`src/hdl/mini_mips_config.svh`:
```
// ############################
// build-time constants for the mini MIPS core
// opcode and funct values follow the MIPS32 encoding, kept subset only
// ############################
`ifndef MINI_MIPS_CONFIG_SVH
`define MINI_MIPS_CONFIG_SVH

`define MM_RESET_PC     32'hBFC0_0000   // first fetch address
`define MM_XLEN         32
`define MM_REG_ADDR_W   5

// primary opcodes
`define MM_OP_SPECIAL   6'h00
`define MM_OP_ADDIU     6'h09
`define MM_OP_ANDI      6'h0c
`define MM_OP_ORI       6'h0d
`define MM_OP_XORI      6'h0e
`define MM_OP_LUI       6'h0f

// funct field, SPECIAL only
`define MM_FN_SLL       6'h00
`define MM_FN_SRL       6'h02
`define MM_FN_ADDU      6'h21
`define MM_FN_SUBU      6'h23
`define MM_FN_AND       6'h24
`define MM_FN_OR        6'h25
`define MM_FN_XOR       6'h26
`define MM_FN_NOR       6'h27
`define MM_FN_SLT       6'h2a
`define MM_FN_SLTU      6'h2b

`endif

```
`src/hdl/mini_mips_pkg.sv`:
```
// ############################
// shared types of the mini MIPS core
// widths come from mini_mips_config.svh
// ############################
`default_nettype none
`include "mini_mips_config.svh"

package mini_mips_pkg;

    typedef logic [`MM_XLEN-1:0]       word_t;      // instr, address, operand
    typedef logic [`MM_REG_ADDR_W-1:0] reg_addr_t;
    typedef logic [4:0]                shamt_t;

    // ALU functions, LUI shifts operand b up by 16
    typedef enum logic [3:0] {
        ALU_ADD,
        ALU_SUB,
        ALU_AND,
        ALU_OR,
        ALU_XOR,
        ALU_NOR,
        ALU_SLT,
        ALU_SLTU,
        ALU_SLL,
        ALU_SRL,
        ALU_LUI
    } alu_op_e;

    typedef enum logic [1:0] {
        FETCH_ADDR,     // araddr presented
        FETCH_DATA,     // waiting for the R beat
        FETCH_HOLD      // word handed to decode
    } fetch_state_e;

endpackage

`default_nettype wire

```
`src/hdl/decode_stage.sv`:
```
// ############################
// decode, operand read with forwarding, ID/EX register
// unknown opcodes go down the pipe as no-ops
// back end never stalls, so every word is taken
// ############################
`timescale 1ns/10ps
`default_nettype none
`include "mini_mips_config.svh"

module decode_stage import mini_mips_pkg::*; (
    input  wire             aclk,
    input  wire             rst_n,
    input  wire             if_valid,
    input  wire word_t      if_instr,
    input  wire word_t      if_pc,
    // register file read
    output reg_addr_t       ra1,
    output reg_addr_t       ra2,
    input  wire word_t      rd1,
    input  wire word_t      rd2,
    // forwarding from EX
    input  wire word_t      ex_result,
    input  wire             ex_fwd_valid,
    input  wire reg_addr_t  ex_fwd_dst,
    // forwarding from WB
    input  wire             wb_valid,
    input  wire             wb_wen,
    input  wire reg_addr_t  wb_dst,
    input  wire word_t      wb_result,
    // ID/EX register
    output logic            ex_valid,
    output logic            ex_wen,
    output word_t           ex_pc,
    output alu_op_e         ex_op,
    output word_t           ex_a,
    output word_t           ex_b,
    output shamt_t          ex_shamt,
    output reg_addr_t       ex_dst
);

    logic [5:0]  opcode;
    logic [5:0]  funct;
    reg_addr_t   rs;
    reg_addr_t   rt;
    reg_addr_t   rd;
    shamt_t      sa;
    logic [15:0] imm;

    alu_op_e     op_dec;
    reg_addr_t   dst_dec;
    word_t       imm_ext;
    logic        use_imm;
    logic        known;
    word_t       src_a;
    word_t       src_b;
    word_t       rt_val;

    assign opcode = if_instr[31:26];
    assign rs     = if_instr[25:21];
    assign rt     = if_instr[20:16];
    assign rd     = if_instr[15:11];
    assign sa     = if_instr[10:6];
    assign funct  = if_instr[5:0];
    assign imm    = if_instr[15:0];

    assign ra1 = rs;
    assign ra2 = rt;

    always_comb begin
        op_dec  = ALU_ADD;
        dst_dec = rd;
        use_imm = 1'b0;
        known   = 1'b1;
        imm_ext = {16'h0000, imm};  // logic immediates zero-extend
        if (opcode == `MM_OP_SPECIAL) begin
            case (funct)
                `MM_FN_ADDU: op_dec = ALU_ADD;
                `MM_FN_SUBU: op_dec = ALU_SUB;
                `MM_FN_AND:  op_dec = ALU_AND;
                `MM_FN_OR:   op_dec = ALU_OR;
                `MM_FN_XOR:  op_dec = ALU_XOR;
                `MM_FN_NOR:  op_dec = ALU_NOR;
                `MM_FN_SLT:  op_dec = ALU_SLT;
                `MM_FN_SLTU: op_dec = ALU_SLTU;
                `MM_FN_SLL:  op_dec = ALU_SLL;
                `MM_FN_SRL:  op_dec = ALU_SRL;
                default:     known  = 1'b0;
            endcase
        end else begin
            dst_dec = rt;
            use_imm = 1'b1;
            case (opcode)
                `MM_OP_ADDIU: begin
                    op_dec  = ALU_ADD;
                    imm_ext = {{16{imm[15]}}, imm};
                end
                `MM_OP_ANDI: op_dec = ALU_AND;
                `MM_OP_ORI:  op_dec = ALU_OR;
                `MM_OP_XORI: op_dec = ALU_XOR;
                `MM_OP_LUI:  op_dec = ALU_LUI;
                default:     known  = 1'b0;
            endcase
        end
    end

    // youngest producer wins: EX, then WB, then the file
    always_comb begin
        src_a = rd1;
        if (wb_valid && wb_wen && (wb_dst == rs)) src_a = wb_result;
        if (ex_fwd_valid && (ex_fwd_dst == rs)) src_a = ex_result;
        rt_val = rd2;
        if (wb_valid && wb_wen && (wb_dst == rt)) rt_val = wb_result;
        if (ex_fwd_valid && (ex_fwd_dst == rt)) rt_val = ex_result;
        src_b = use_imm ? imm_ext : rt_val;
    end

    always_ff @(posedge aclk or negedge rst_n) begin
        if (!rst_n) begin
            ex_valid <= 1'b0;
            ex_wen   <= 1'b0;
        end else begin
            ex_valid <= if_valid;
            ex_wen   <= known && (dst_dec != '0);  // r0 never written
        end
    end

    always_ff @(posedge aclk) begin
        ex_pc    <= if_pc;
        ex_op    <= op_dec;
        ex_a     <= src_a;
        ex_b     <= src_b;
        ex_shamt <= sa;
        ex_dst   <= dst_dec;
    end

endmodule

`default_nettype wire

```
`src/hdl/execute_stage.sv`:
```
// ############################
// ALU and EX/WB register
// shifts and LUI work on operand b
// ############################
`timescale 1ns/10ps
`default_nettype none

module execute_stage import mini_mips_pkg::*; (
    input  wire             aclk,
    input  wire             rst_n,
    input  wire             ex_valid,
    input  wire             ex_wen,
    input  wire word_t      ex_pc,
    input  wire alu_op_e    ex_op,
    input  wire word_t      ex_a,
    input  wire word_t      ex_b,
    input  wire shamt_t     ex_shamt,
    input  wire reg_addr_t  ex_dst,
    // forwarding back to decode
    output word_t           ex_result,
    output logic            ex_fwd_valid,
    output reg_addr_t       ex_fwd_dst,
    // write-back
    output logic            wb_valid,
    output logic            wb_wen,
    output word_t           wb_pc,
    output word_t           wb_result,
    output reg_addr_t       wb_dst
);

    always_comb begin
        case (ex_op)
            ALU_ADD:  ex_result = ex_a + ex_b;
            ALU_SUB:  ex_result = ex_a - ex_b;
            ALU_AND:  ex_result = ex_a & ex_b;
            ALU_OR:   ex_result = ex_a | ex_b;
            ALU_XOR:  ex_result = ex_a ^ ex_b;
            ALU_NOR:  ex_result = ~(ex_a | ex_b);
            ALU_SLT:  ex_result = word_t'($signed(ex_a) < $signed(ex_b));
            ALU_SLTU: ex_result = word_t'(ex_a < ex_b);
            ALU_SLL:  ex_result = ex_b << ex_shamt;
            ALU_SRL:  ex_result = ex_b >> ex_shamt;
            ALU_LUI:  ex_result = {ex_b[15:0], 16'h0000};
            default:  ex_result = '0;
        endcase
    end

    assign ex_fwd_valid = ex_valid && ex_wen;  // bubbles never forward
    assign ex_fwd_dst   = ex_dst;

    always_ff @(posedge aclk or negedge rst_n) begin
        if (!rst_n) begin
            wb_valid <= 1'b0;
            wb_wen   <= 1'b0;
        end else begin
            wb_valid <= ex_valid;
            wb_wen   <= ex_wen;
        end
    end

    always_ff @(posedge aclk) begin
        wb_pc     <= ex_pc;
        wb_result <= ex_result;
        wb_dst    <= ex_dst;
    end

endmodule

`default_nettype wire

```
`src/hdl/fetch_unit.sv`:
```
// ############################
// single-word instruction fetch over an AXI read channel
// one read outstanding, rresp assumed OKAY
// decode must take the word in the cycle if_valid is high
// ############################
`timescale 1ns/10ps
`default_nettype none
`include "mini_mips_config.svh"

module fetch_unit import mini_mips_pkg::*; (
    input  wire         aclk,
    input  wire         rst_n,
    // AXI read channel, master side
    output word_t       araddr,
    output logic        arvalid,
    input  wire         arready,
    input  wire word_t  rdata,
    input  wire         rvalid,
    output logic        rready,
    // to decode
    output logic        if_valid,
    output word_t       if_instr,
    output word_t       if_pc
);

    fetch_state_e state;
    word_t        pc;       // address of the next request

    assign araddr  = pc;
    assign arvalid = (state == FETCH_ADDR);
    assign rready  = (state == FETCH_DATA);

    always_ff @(posedge aclk or negedge rst_n) begin
        if (!rst_n) begin
            state    <= FETCH_HOLD;     // so arvalid rises one cycle after reset
            pc       <= `MM_RESET_PC;
            if_valid <= 1'b0;
        end else begin
            if_valid <= 1'b0;
            case (state)
                FETCH_ADDR: begin
                    if (arready) begin
                        state <= FETCH_DATA;
                        pc    <= pc + 32'd4;
                    end
                end
                FETCH_DATA: begin
                    if (rvalid) begin
                        state    <= FETCH_HOLD;
                        if_valid <= 1'b1;   // one-cycle pulse
                    end
                end
                default: state <= FETCH_ADDR;   // held word drains in one cycle
            endcase
        end
    end

    // fetched word and its address
    always_ff @(posedge aclk) begin
        if (arvalid && arready) begin
            if_pc <= pc;
        end
        if (rready && rvalid) begin
            if_instr <= rdata;
        end
    end

endmodule

`default_nettype wire

```
`src/hdl/mini_mips_top.sv`:
```
// ############################
// mini MIPS core: fetch, decode, execute, write-back
// AXI read channel only, slave assumed to answer OKAY
// debug port shows each retiring register write
// ############################
`timescale 1ns/10ps
`default_nettype none

module mini_mips_top import mini_mips_pkg::*; (
    input  wire         aclk,
    input  wire         rst_n,
    output word_t       araddr,
    output logic        arvalid,
    input  wire         arready,
    input  wire word_t  rdata,
    input  wire         rvalid,
    output logic        rready,
    output word_t       debug_wb_pc,
    output word_t       debug_wb_rf_wdata,
    output logic [3:0]  debug_wb_rf_wen,
    output reg_addr_t   debug_wb_rf_wnum
);

    logic      if_valid;
    word_t     if_instr;
    word_t     if_pc;
    reg_addr_t ra1;
    reg_addr_t ra2;
    word_t     rd1;
    word_t     rd2;
    logic      ex_valid;
    logic      ex_wen;
    word_t     ex_pc;
    alu_op_e   ex_op;
    word_t     ex_a;
    word_t     ex_b;
    shamt_t    ex_shamt;
    reg_addr_t ex_dst;
    word_t     ex_result;
    logic      ex_fwd_valid;
    reg_addr_t ex_fwd_dst;
    logic      wb_valid;
    logic      wb_wen;
    word_t     wb_pc;
    word_t     wb_result;
    reg_addr_t wb_dst;
    logic      rf_we;

    assign rf_we             = wb_valid && wb_wen;
    assign debug_wb_pc       = wb_pc;
    assign debug_wb_rf_wdata = wb_result;
    assign debug_wb_rf_wen   = {4{rf_we}};  // whole-word write
    assign debug_wb_rf_wnum  = wb_dst;

    fetch_unit fetch_unit_inst (
        .aclk     (aclk),
        .rst_n    (rst_n),
        .araddr   (araddr),
        .arvalid  (arvalid),
        .arready  (arready),
        .rdata    (rdata),
        .rvalid   (rvalid),
        .rready   (rready),
        .if_valid (if_valid),
        .if_instr (if_instr),
        .if_pc    (if_pc)
    );

    decode_stage decode_stage_inst (
        .aclk         (aclk),
        .rst_n        (rst_n),
        .if_valid     (if_valid),
        .if_instr     (if_instr),
        .if_pc        (if_pc),
        .ra1          (ra1),
        .ra2          (ra2),
        .rd1          (rd1),
        .rd2          (rd2),
        .ex_result    (ex_result),
        .ex_fwd_valid (ex_fwd_valid),
        .ex_fwd_dst   (ex_fwd_dst),
        .wb_valid     (wb_valid),
        .wb_wen       (wb_wen),
        .wb_dst       (wb_dst),
        .wb_result    (wb_result),
        .ex_valid     (ex_valid),
        .ex_wen       (ex_wen),
        .ex_pc        (ex_pc),
        .ex_op        (ex_op),
        .ex_a         (ex_a),
        .ex_b         (ex_b),
        .ex_shamt     (ex_shamt),
        .ex_dst       (ex_dst)
    );

    regfile regfile_inst (
        .aclk  (aclk),
        .rst_n (rst_n),
        .ra1   (ra1),
        .ra2   (ra2),
        .rd1   (rd1),
        .rd2   (rd2),
        .we    (rf_we),
        .wa    (wb_dst),
        .wd    (wb_result)
    );

    execute_stage execute_stage_inst (
        .aclk         (aclk),
        .rst_n        (rst_n),
        .ex_valid     (ex_valid),
        .ex_wen       (ex_wen),
        .ex_pc        (ex_pc),
        .ex_op        (ex_op),
        .ex_a         (ex_a),
        .ex_b         (ex_b),
        .ex_shamt     (ex_shamt),
        .ex_dst       (ex_dst),
        .ex_result    (ex_result),
        .ex_fwd_valid (ex_fwd_valid),
        .ex_fwd_dst   (ex_fwd_dst),
        .wb_valid     (wb_valid),
        .wb_wen       (wb_wen),
        .wb_pc        (wb_pc),
        .wb_result    (wb_result),
        .wb_dst       (wb_dst)
    );

endmodule

`default_nettype wire

```
`src/hdl/regfile.sv`:
```
// ############################
// 32 x 32 register file with 2 read ports and 1 write port
// r0 reads zero and ignores writes
// a read in the cycle of a write returns the old word
// ############################
`timescale 1ns/10ps
`default_nettype none

module regfile import mini_mips_pkg::*; (
    input  wire             aclk,
    input  wire             rst_n,
    input  wire reg_addr_t  ra1,
    input  wire reg_addr_t  ra2,
    output word_t           rd1,
    output word_t           rd2,
    input  wire             we,
    input  wire reg_addr_t  wa,
    input  wire word_t      wd
);

    word_t regs [1:31];

    always_ff @(posedge aclk or negedge rst_n) begin
        if (!rst_n) begin
            for (int i = 1; i < 32; i++) begin
                regs[i] <= '0;
            end
        end else if (we && (wa != '0)) begin
            regs[wa] <= wd;
        end
    end

    // decode bypasses the word in write-back
    assign rd1 = (ra1 == '0) ? '0 : regs[ra1];
    assign rd2 = (ra2 == '0) ? '0 : regs[ra2];

endmodule

`default_nettype wire

```
`config.mk`:
```
export PLATFORM = sky130hd
export DESIGN_NAME = mini_mips_top
export DESIGN_NICKNAME = d
export VERILOG_FILES = /design/src/hdl/mini_mips_pkg.sv /design/src/hdl/decode_stage.sv /design/src/hdl/execute_stage.sv /design/src/hdl/fetch_unit.sv /design/src/hdl/mini_mips_top.sv /design/src/hdl/regfile.sv
export VERILOG_INCLUDE_DIRS = /design/src /design/src/hdl
export SDC_FILE = /design/constraint.sdc
export NUM_CORES = 2
export LEC_CHECK = 0
export ABC_AREA = 0
export BUFFER_PORTS_ARGS = -buffer_cell sky130_fd_sc_hd__buf_2
export CAP_MARGIN = 20
export CELL_PAD_IN_SITES_DETAIL_PLACEMENT = 0
export CELL_PAD_IN_SITES_GLOBAL_PLACEMENT = 2
export CORE_ASPECT_RATIO = 1.4
export CORE_MARGIN = 2
export CORE_UTILIZATION = 40
export DETAILED_ROUTE_END_ITERATION = 8
export PLACE_DENSITY_LB_ADDON = 0.25
export SLEW_MARGIN = 40
export SYNTH_ARGS = -nofsm -noshare
export SYNTH_HDL_FRONTEND = slang
export SYNTH_HIERARCHICAL = 1
export SYNTH_SLANG_ARGS = --single-unit
```
`constraint.sdc`:
```
create_clock -name aclk -period 3.25 [get_ports aclk]
set_input_delay 0 -clock aclk [delete_from_list [all_inputs] [get_ports aclk]]
set_output_delay 0 -clock aclk [all_outputs]
set_load 0.01 [all_outputs]
```
## Word-level counts from Yosys, hierarchy flattened

Cells that the tools add are included.

- Flip-flop bits (word level): 1274
- Bits of input ports: 36
- Output and inout bits: 107

- Add/sub/neg operators: 3
- $lt $le $gt $ge: 6
- Equal/unequal tests: 31
- Shift operators: 2
- Multiplexer cells: 30
- Bitwise logic cells: 7
- Reductions and logical operators: 23

Operators by type and width:

| cell | count |
|---|---|
| $bwmux W992 | 1 |
| $mux W32 | 13 |
| $pmux W32 S11 | 1 |
| $bmux W32 S5 | 2 |
| $demux W32 S5 | 1 |
| $lt A32 B32 Y1 | 2 |
| $eq A6 B6 Y1 const B | 8 |
| $pmux W4 S9 | 1 |
| $add A32 B3 Y32 const B | 1 |
| $add A32 B32 Y32 | 1 |
| $and A32 B32 Y32 | 1 |
| $not A32 Y32 | 1 |
| $or A32 B32 Y32 | 1 |
| $shl A32 B5 Y32 | 1 |
| $shr A32 B5 Y32 | 1 |
| $sub A32 B32 Y32 | 1 |
| $xor A32 B32 Y32 | 1 |
| $eq A6 B4 Y1 const B | 5 |
| $eq A5 B5 Y1 | 4 |
| $ge A6 B6 Y1 const B | 3 |
| $not A5 Y6 | 3 |
| $eq A4 B3 Y1 const B | 4 |
| $pmux W4 S4 | 1 |
| $eq A4 B4 Y1 const B | 3 |
| 20 further kinds | 41 |

## Logic depth before layout (Yosys ltp)

- Depth in word-level cells: 8
- Mapped depth: 15

## By module

Netlist, hierarchy kept.

Modules (own cells, without submodules):

| module | instances | cells an instance | area an instance (um^2) | seq. area each (um^2) |
|---|---|---|---|---|
| regfile | 1 | 4066 | 53368.7 | 24823.8 |
| execute_stage | 1 | 1342 | 9384.0 | 1431.4 |
| decode_stage | 1 | 463 | 4652.0 | 2252.2 |
| fetch_unit | 1 | 195 | 3392.0 | 2700.1 |
| mini_mips_top | 1 | 5 | 36.3 | 0.0 |

## Least setup slack after synthesis

Ideal clock, no wire load.

- Path kind: reg-to-reg
- Start: register decode_stage_inst.ex_a[0]
- End: register decode_stage_inst.ex_b[28]
- Library setup time: 0.130 ns
- Data arrival time: 3.163 ns
- Data required time: 3.120 ns
- Slack: -0.043 ns
- Cell stages (with the launch flop): 16
- Buffers on the path: 0
- Cells stage by stage: dfxtp_1 inv_1 ha_1 fa_1 nor2_1 o211ai_1 nand4_1 a31oi_4 a31oi_4 a2111oi_4 o41a_2 a221o_1 mux2i_1 a311o_1 o21ai_0 o21ai_1

- Word-level cells in the longest chain between the ends: 4

Ends and longest elaborated chain:

| what | RTL line | text |
|---|---|---|
| start, declared | decode_stage.sv:35 | `output word_t ex_a,` |
| start signal, assigned | decode_stage.sv:130 | `ex_a <= src_a;` |
| $sub A32 B32 Y32 / $add A32 B32 Y32 (equally long branches) | execute_stage.sv:34, execute_stage.sv:33 |  |
| $pmux W32 S11 * | execute_stage.sv:32 | `case (ex_op)` |
| net ex_result[28] | mini_mips_top.sv:39 | `word_t ex_result;` |
| $mux W32 * | decode_stage.sv:113 | `if (ex_fwd_valid && (ex_fwd_dst == rt)) rt_val = ex_result;` |
| $mux W32 * | decode_stage.sv:114 | `src_b = use_imm ? imm_ext : rt_val;` |
| net decode_stage_inst.src_b[28] | decode_stage.sv:55 | `word_t src_b;` |
| end signal, assigned | decode_stage.sv:131 | `ex_b <= src_b;` |
| end, declared | decode_stage.sv:36 | `output word_t ex_b,` |

Mark *: on every way through the listed nets, which the timed path passes. The rest lies on a longest branch.
A chain may end at the register's enable or synchronous reset.

## Worst setup path in the final report

Ends and elaborated chain as after synthesis.

==> flow_summary.ini <==
[outcome]
status = finished with violations
violations = negative setup slack

[worst_setup_path]
cp-start-kind = register
cp-end-kind = register
arrival_ns = 4.18
required_ns = 3.96
rr_worst_depth = 16
worstSetupPathType = reg2reg
crit_fanout = 3

[floorplanning]
start_util_pct = 40.3
die_w_um = 360
num_rows = 182
ioPinCount = 143
die-area_um2 = 181000
core-area_um2 = 176000
fp.dieH_um = 502

[detailed_routing]
postRouteWirelength_um = 294000
drtAntennaViolNets = 0
wl_per_cell_um = 32.3
vias = 56100
route.detailed.drc = 0
detail_route.vias_per_cell = 6.17
first_iter_violations = 4785
drtPass1Iterations = 6

[power]
ir_drop_uv = 553
power.share.sequential_pct = 37.7
clkPwrFrac_pct = 36.1
p_leak_nw = 40.4
total_power_w = 0.0470
power.density_nw_per_um2 = 547
p_int_w = 0.0312
sw_frac_of_total_pct = 33.6
pwr-share-comb_pct = 26.2
switchingPower_w = 0.0158

[global_routing]
antenna_found_initial = 9
grt_max_degree = 98
grt-ovfl-total = 0
grt_pass1_wl_um = 419000
gr-usage-all-layers_pct = 32.0
grt_pass1_vias = 57500

[logic_synthesis]
synthArstFlopShare_pct = 81.0
yosysWarnings = 6
synth_cell_type_count = 98
synth_seq_cells = 1270
synth_edf_count = 62
syn_area_per_cell_um2 = 11.7
seq_area_frac_synth_pct = 44.1
netlist_area_um2 = 70800
synth_ff_type = dfrtp_1
synthCells = 6071

[place]
portBuffers = 140
placed_cells = 8750
place_congestion = 1.02
place_hpwl_um = 202000

[sta]
setup_slack_ns = -0.225
min_period_ns = 3.47
setup_viol = 13
hold_viol = 0
final_max_slew_viol_count = 0
period_share_pct = 107
worst_pin_slew_ns = 0.844
skew_ns = 0.0416
fmax_ghz = 0.288
rsz0062_at_grt = true
relSlewSlack_pct = 43.4

[finish]
final_cells = 9086
layout.nets = 6808
final_util_pct = 48.9
syn_to_final_growth_pct = 21.4
drive_above_1_share_pct = 39.0

[cts]
insertion_delay_ns = 0.83
cts-root-buf = clkbuf_16
cts.sinks = 1270
cts-buffers-inserted = 139
cts.path.max_buffers = 3
clk_pin_slew_ns = 0.06
cts_max_level = 4
cts_tree = built

[run]
maxCapViolations = 0

[min_path]
hold_class = in2async
## per-layer routing
layer,part of all wire [%],track usage [%],vias up,wire [um]
li1,-,-,23900,-
met1,39,38.2,29100,114000
met2,48,54.4,2305,142000
met3,6.3,5.85,762,18700
met4,6.4,17.9,4,18700
met5,0.0088,0,-,26
## cells in the mapped netlist (10+ instances only)
library cell | count | area, um^2
a21o_1 | 19 | 143
a211oi_2 | 15 | 188
xnor2_1 | 51 | 447
and3_1 | 35 | 219
o22ai_1 | 298 | 1860
o21ai_1 | 34 | 170
o21bai_1 | 12 | 90.1
buf_6 | 27 | 304
nor2_1 | 171 | 642
buf_2 | 200 | 1000
dfstp_2 | 10 | 263
nor3_1 | 162 | 811
a211oi_1 | 91 | 683
nor4_1 | 40 | 250
mux2i_1 | 673 | 6740
nand2b_1 | 28 | 175
o211ai_1 | 21 | 158
a221oi_1 | 45 | 394
buf_1 | 48 | 180
clkbuf_1 | 266 | 998
a21oi_1 | 177 | 886
a22oi_1 | 70 | 526
dfrtp_1 | 1019 | 25500
nand3_1 | 48 | 240
edfxtp_1 | 62 | 1860
a31oi_1 | 12 | 75.1
nand2_2 | 13 | 81.3
mux2_2 | 1076 | 12100
o21a_1 | 10 | 75.1
mux4_2 | 137 | 3090
a221o_1 | 46 | 460
xor2_1 | 26 | 228
nand4_1 | 31 | 194
or3_1 | 42 | 263
o21ai_0 | 182 | 911
inv_1 | 95 | 357
ha_1 | 99 | 1240
buf_4 | 45 | 338
mux2_1 | 56 | 631
dfxtp_1 | 179 | 3580
nand2_1 | 205 | 769
nor2b_1 | 49 | 307
## power by group through the flow
stage,sequential [W],clock [W],combinational [W]
finish,0.0177,0.0170,0.0123
floorplan,0.0178,0,0.00551
CTS,0.0177,0.0173,0.0119
detailed placement,0.0180,0,0.0117
global route,0.0178,0.0179,0.0128
global placement,0.0179,0,0.0116
## path summary, 6_finish.rpt
path | startpoint | to | slack, ns
min in group aclk | arready | fetch_unit_inst/araddr[4] | 0.17
hold / removal | rst_n | regfile_inst/regs[728] | 0.07
setup reg to reg | decode_stage_inst/ex_a[0] | decode_stage_inst/ex_b[28] | -0.22
setup / recovery | decode_stage_inst/ex_a[0] | decode_stage_inst/ex_b[28] | -0.22
max in group asynchronous | rst_n | fetch_unit_inst/state[1] | 2.46
hold reg to reg | decode_stage_inst/ex_pc[2] | execute_stage_inst/wb_pc[2] | 0.32
## worst max-delay path, stage by stage, from the launching register on
cell	delay [ns]
dfxtp_2	0.35
inv_2	0.06
ha_4	0.17
fa_2	0.39
nor2_4	0.12
o211ai_1	0.13
nand4_1	0.17
a31oi_4	0.13
a31oi_4	0.21
buf_12	0.15
a2111oi_4	0.08
o41a_2	0.44
a221o_1	0.35
mux2i_1	0.12
a311o_1	0.31
o21ai_1	0.13
o21ai_1	0.06
## kinds of logic (layout without fill, tap and decap cells)
family | Yosys count | in the layout | share of synthesized area (%)
buf+inv | 687 | 1396 | 4.56
compound gates | 1118 | 1118 | 10.6
simple gates | 875 | 875 | 6.20
xor+xnor | 77 | 77 | 0.952
mux | 1942 | 1942 | 31.9
fa+ha+maj | 101 | 101 | 1.81
flops | 1270 | 1270 | 44.1
other cells | 1 | 7 | 0.00529
## registers in the layout (all words and copies together), names as in the netlist, 30 cells and up
name,flops
decode_stage_inst/ex_b,32
decode_stage_inst/ex_a,32
fetch_unit_inst/if_pc,30
fetch_unit_inst/araddr,30
execute_stage_inst/wb_result,32
regfile_inst/regs,992
execute_stage_inst/wb_pc,32
decode_stage_inst/ex_pc,32
fetch_unit_inst/if_instr,32
## timing repair
action,CTS,global route
setup buffers,7,4
hold endpoints to repair,1003,0
hold buffers,70,0
gates resized for setup,53,91
endpoints found under the setup margin,53,64
pin swaps,26,51
## layout make-up
cell class / count / area [um^2]
fillers: 15900 / 89800
flip-flops and latches: 1270 / 31200
clock buffers: 211 / 4120
diodes: 3 / 7.51
repair buffers: 1045 / 9280
clock inverters: 42 / 779
well taps: 2300 / 2880
inverters: 98 / 370
multi-input cells: 4117 / 37300
## stage by stage
step	setup TNS (ns)	hold slack [ns]	area (um^2)	worst slack, ns
final	-1.17	0.0710	86000	-0.225
after global routing	-3.13	0.0820	86000	-0.344
after CTS	-2.42	0.0643	85600	-0.322
after detailed placement	-12.50	0.104	79700	-0.548
after global placement	-11.39	0.0947	79700	-0.591
after floorplan	0	-0.296	70800	0.0197
## cells in the final DEF (no fill, tap or decap), drive strengths merged, types with 11 or more instances in the layout
cell type,Yosys,layout
dlygate4sd3,0,69
ha,99,99
nand4,31,31
nor2b,49,49
nand2,218,218
mux4,137,137
o21bai,12,12
a221o,46,46
clkinv,1,27
o21ai,216,216
a221oi,46,46
xor2,26,26
nand3,48,48
mux2i,673,673
clkbuf,267,211
edfxtp,62,62
mux2,1132,1132
buf,322,976
o22ai,298,298
o211ai,30,30
inv,97,100
and3,35,35
a22oi,70,70
or3,43,43
a31oi,14,14
bufinv,0,11
nor3,165,165
a21o,19,19
nand2b,28,28
nor2,172,172
a21oi,177,177
dfrtp,1019,1019
xnor2,51,51
nor4,45,45
dfxtp,179,179
a211oi,106,106
Note: power is estimated with default switching activity, not from simulation.
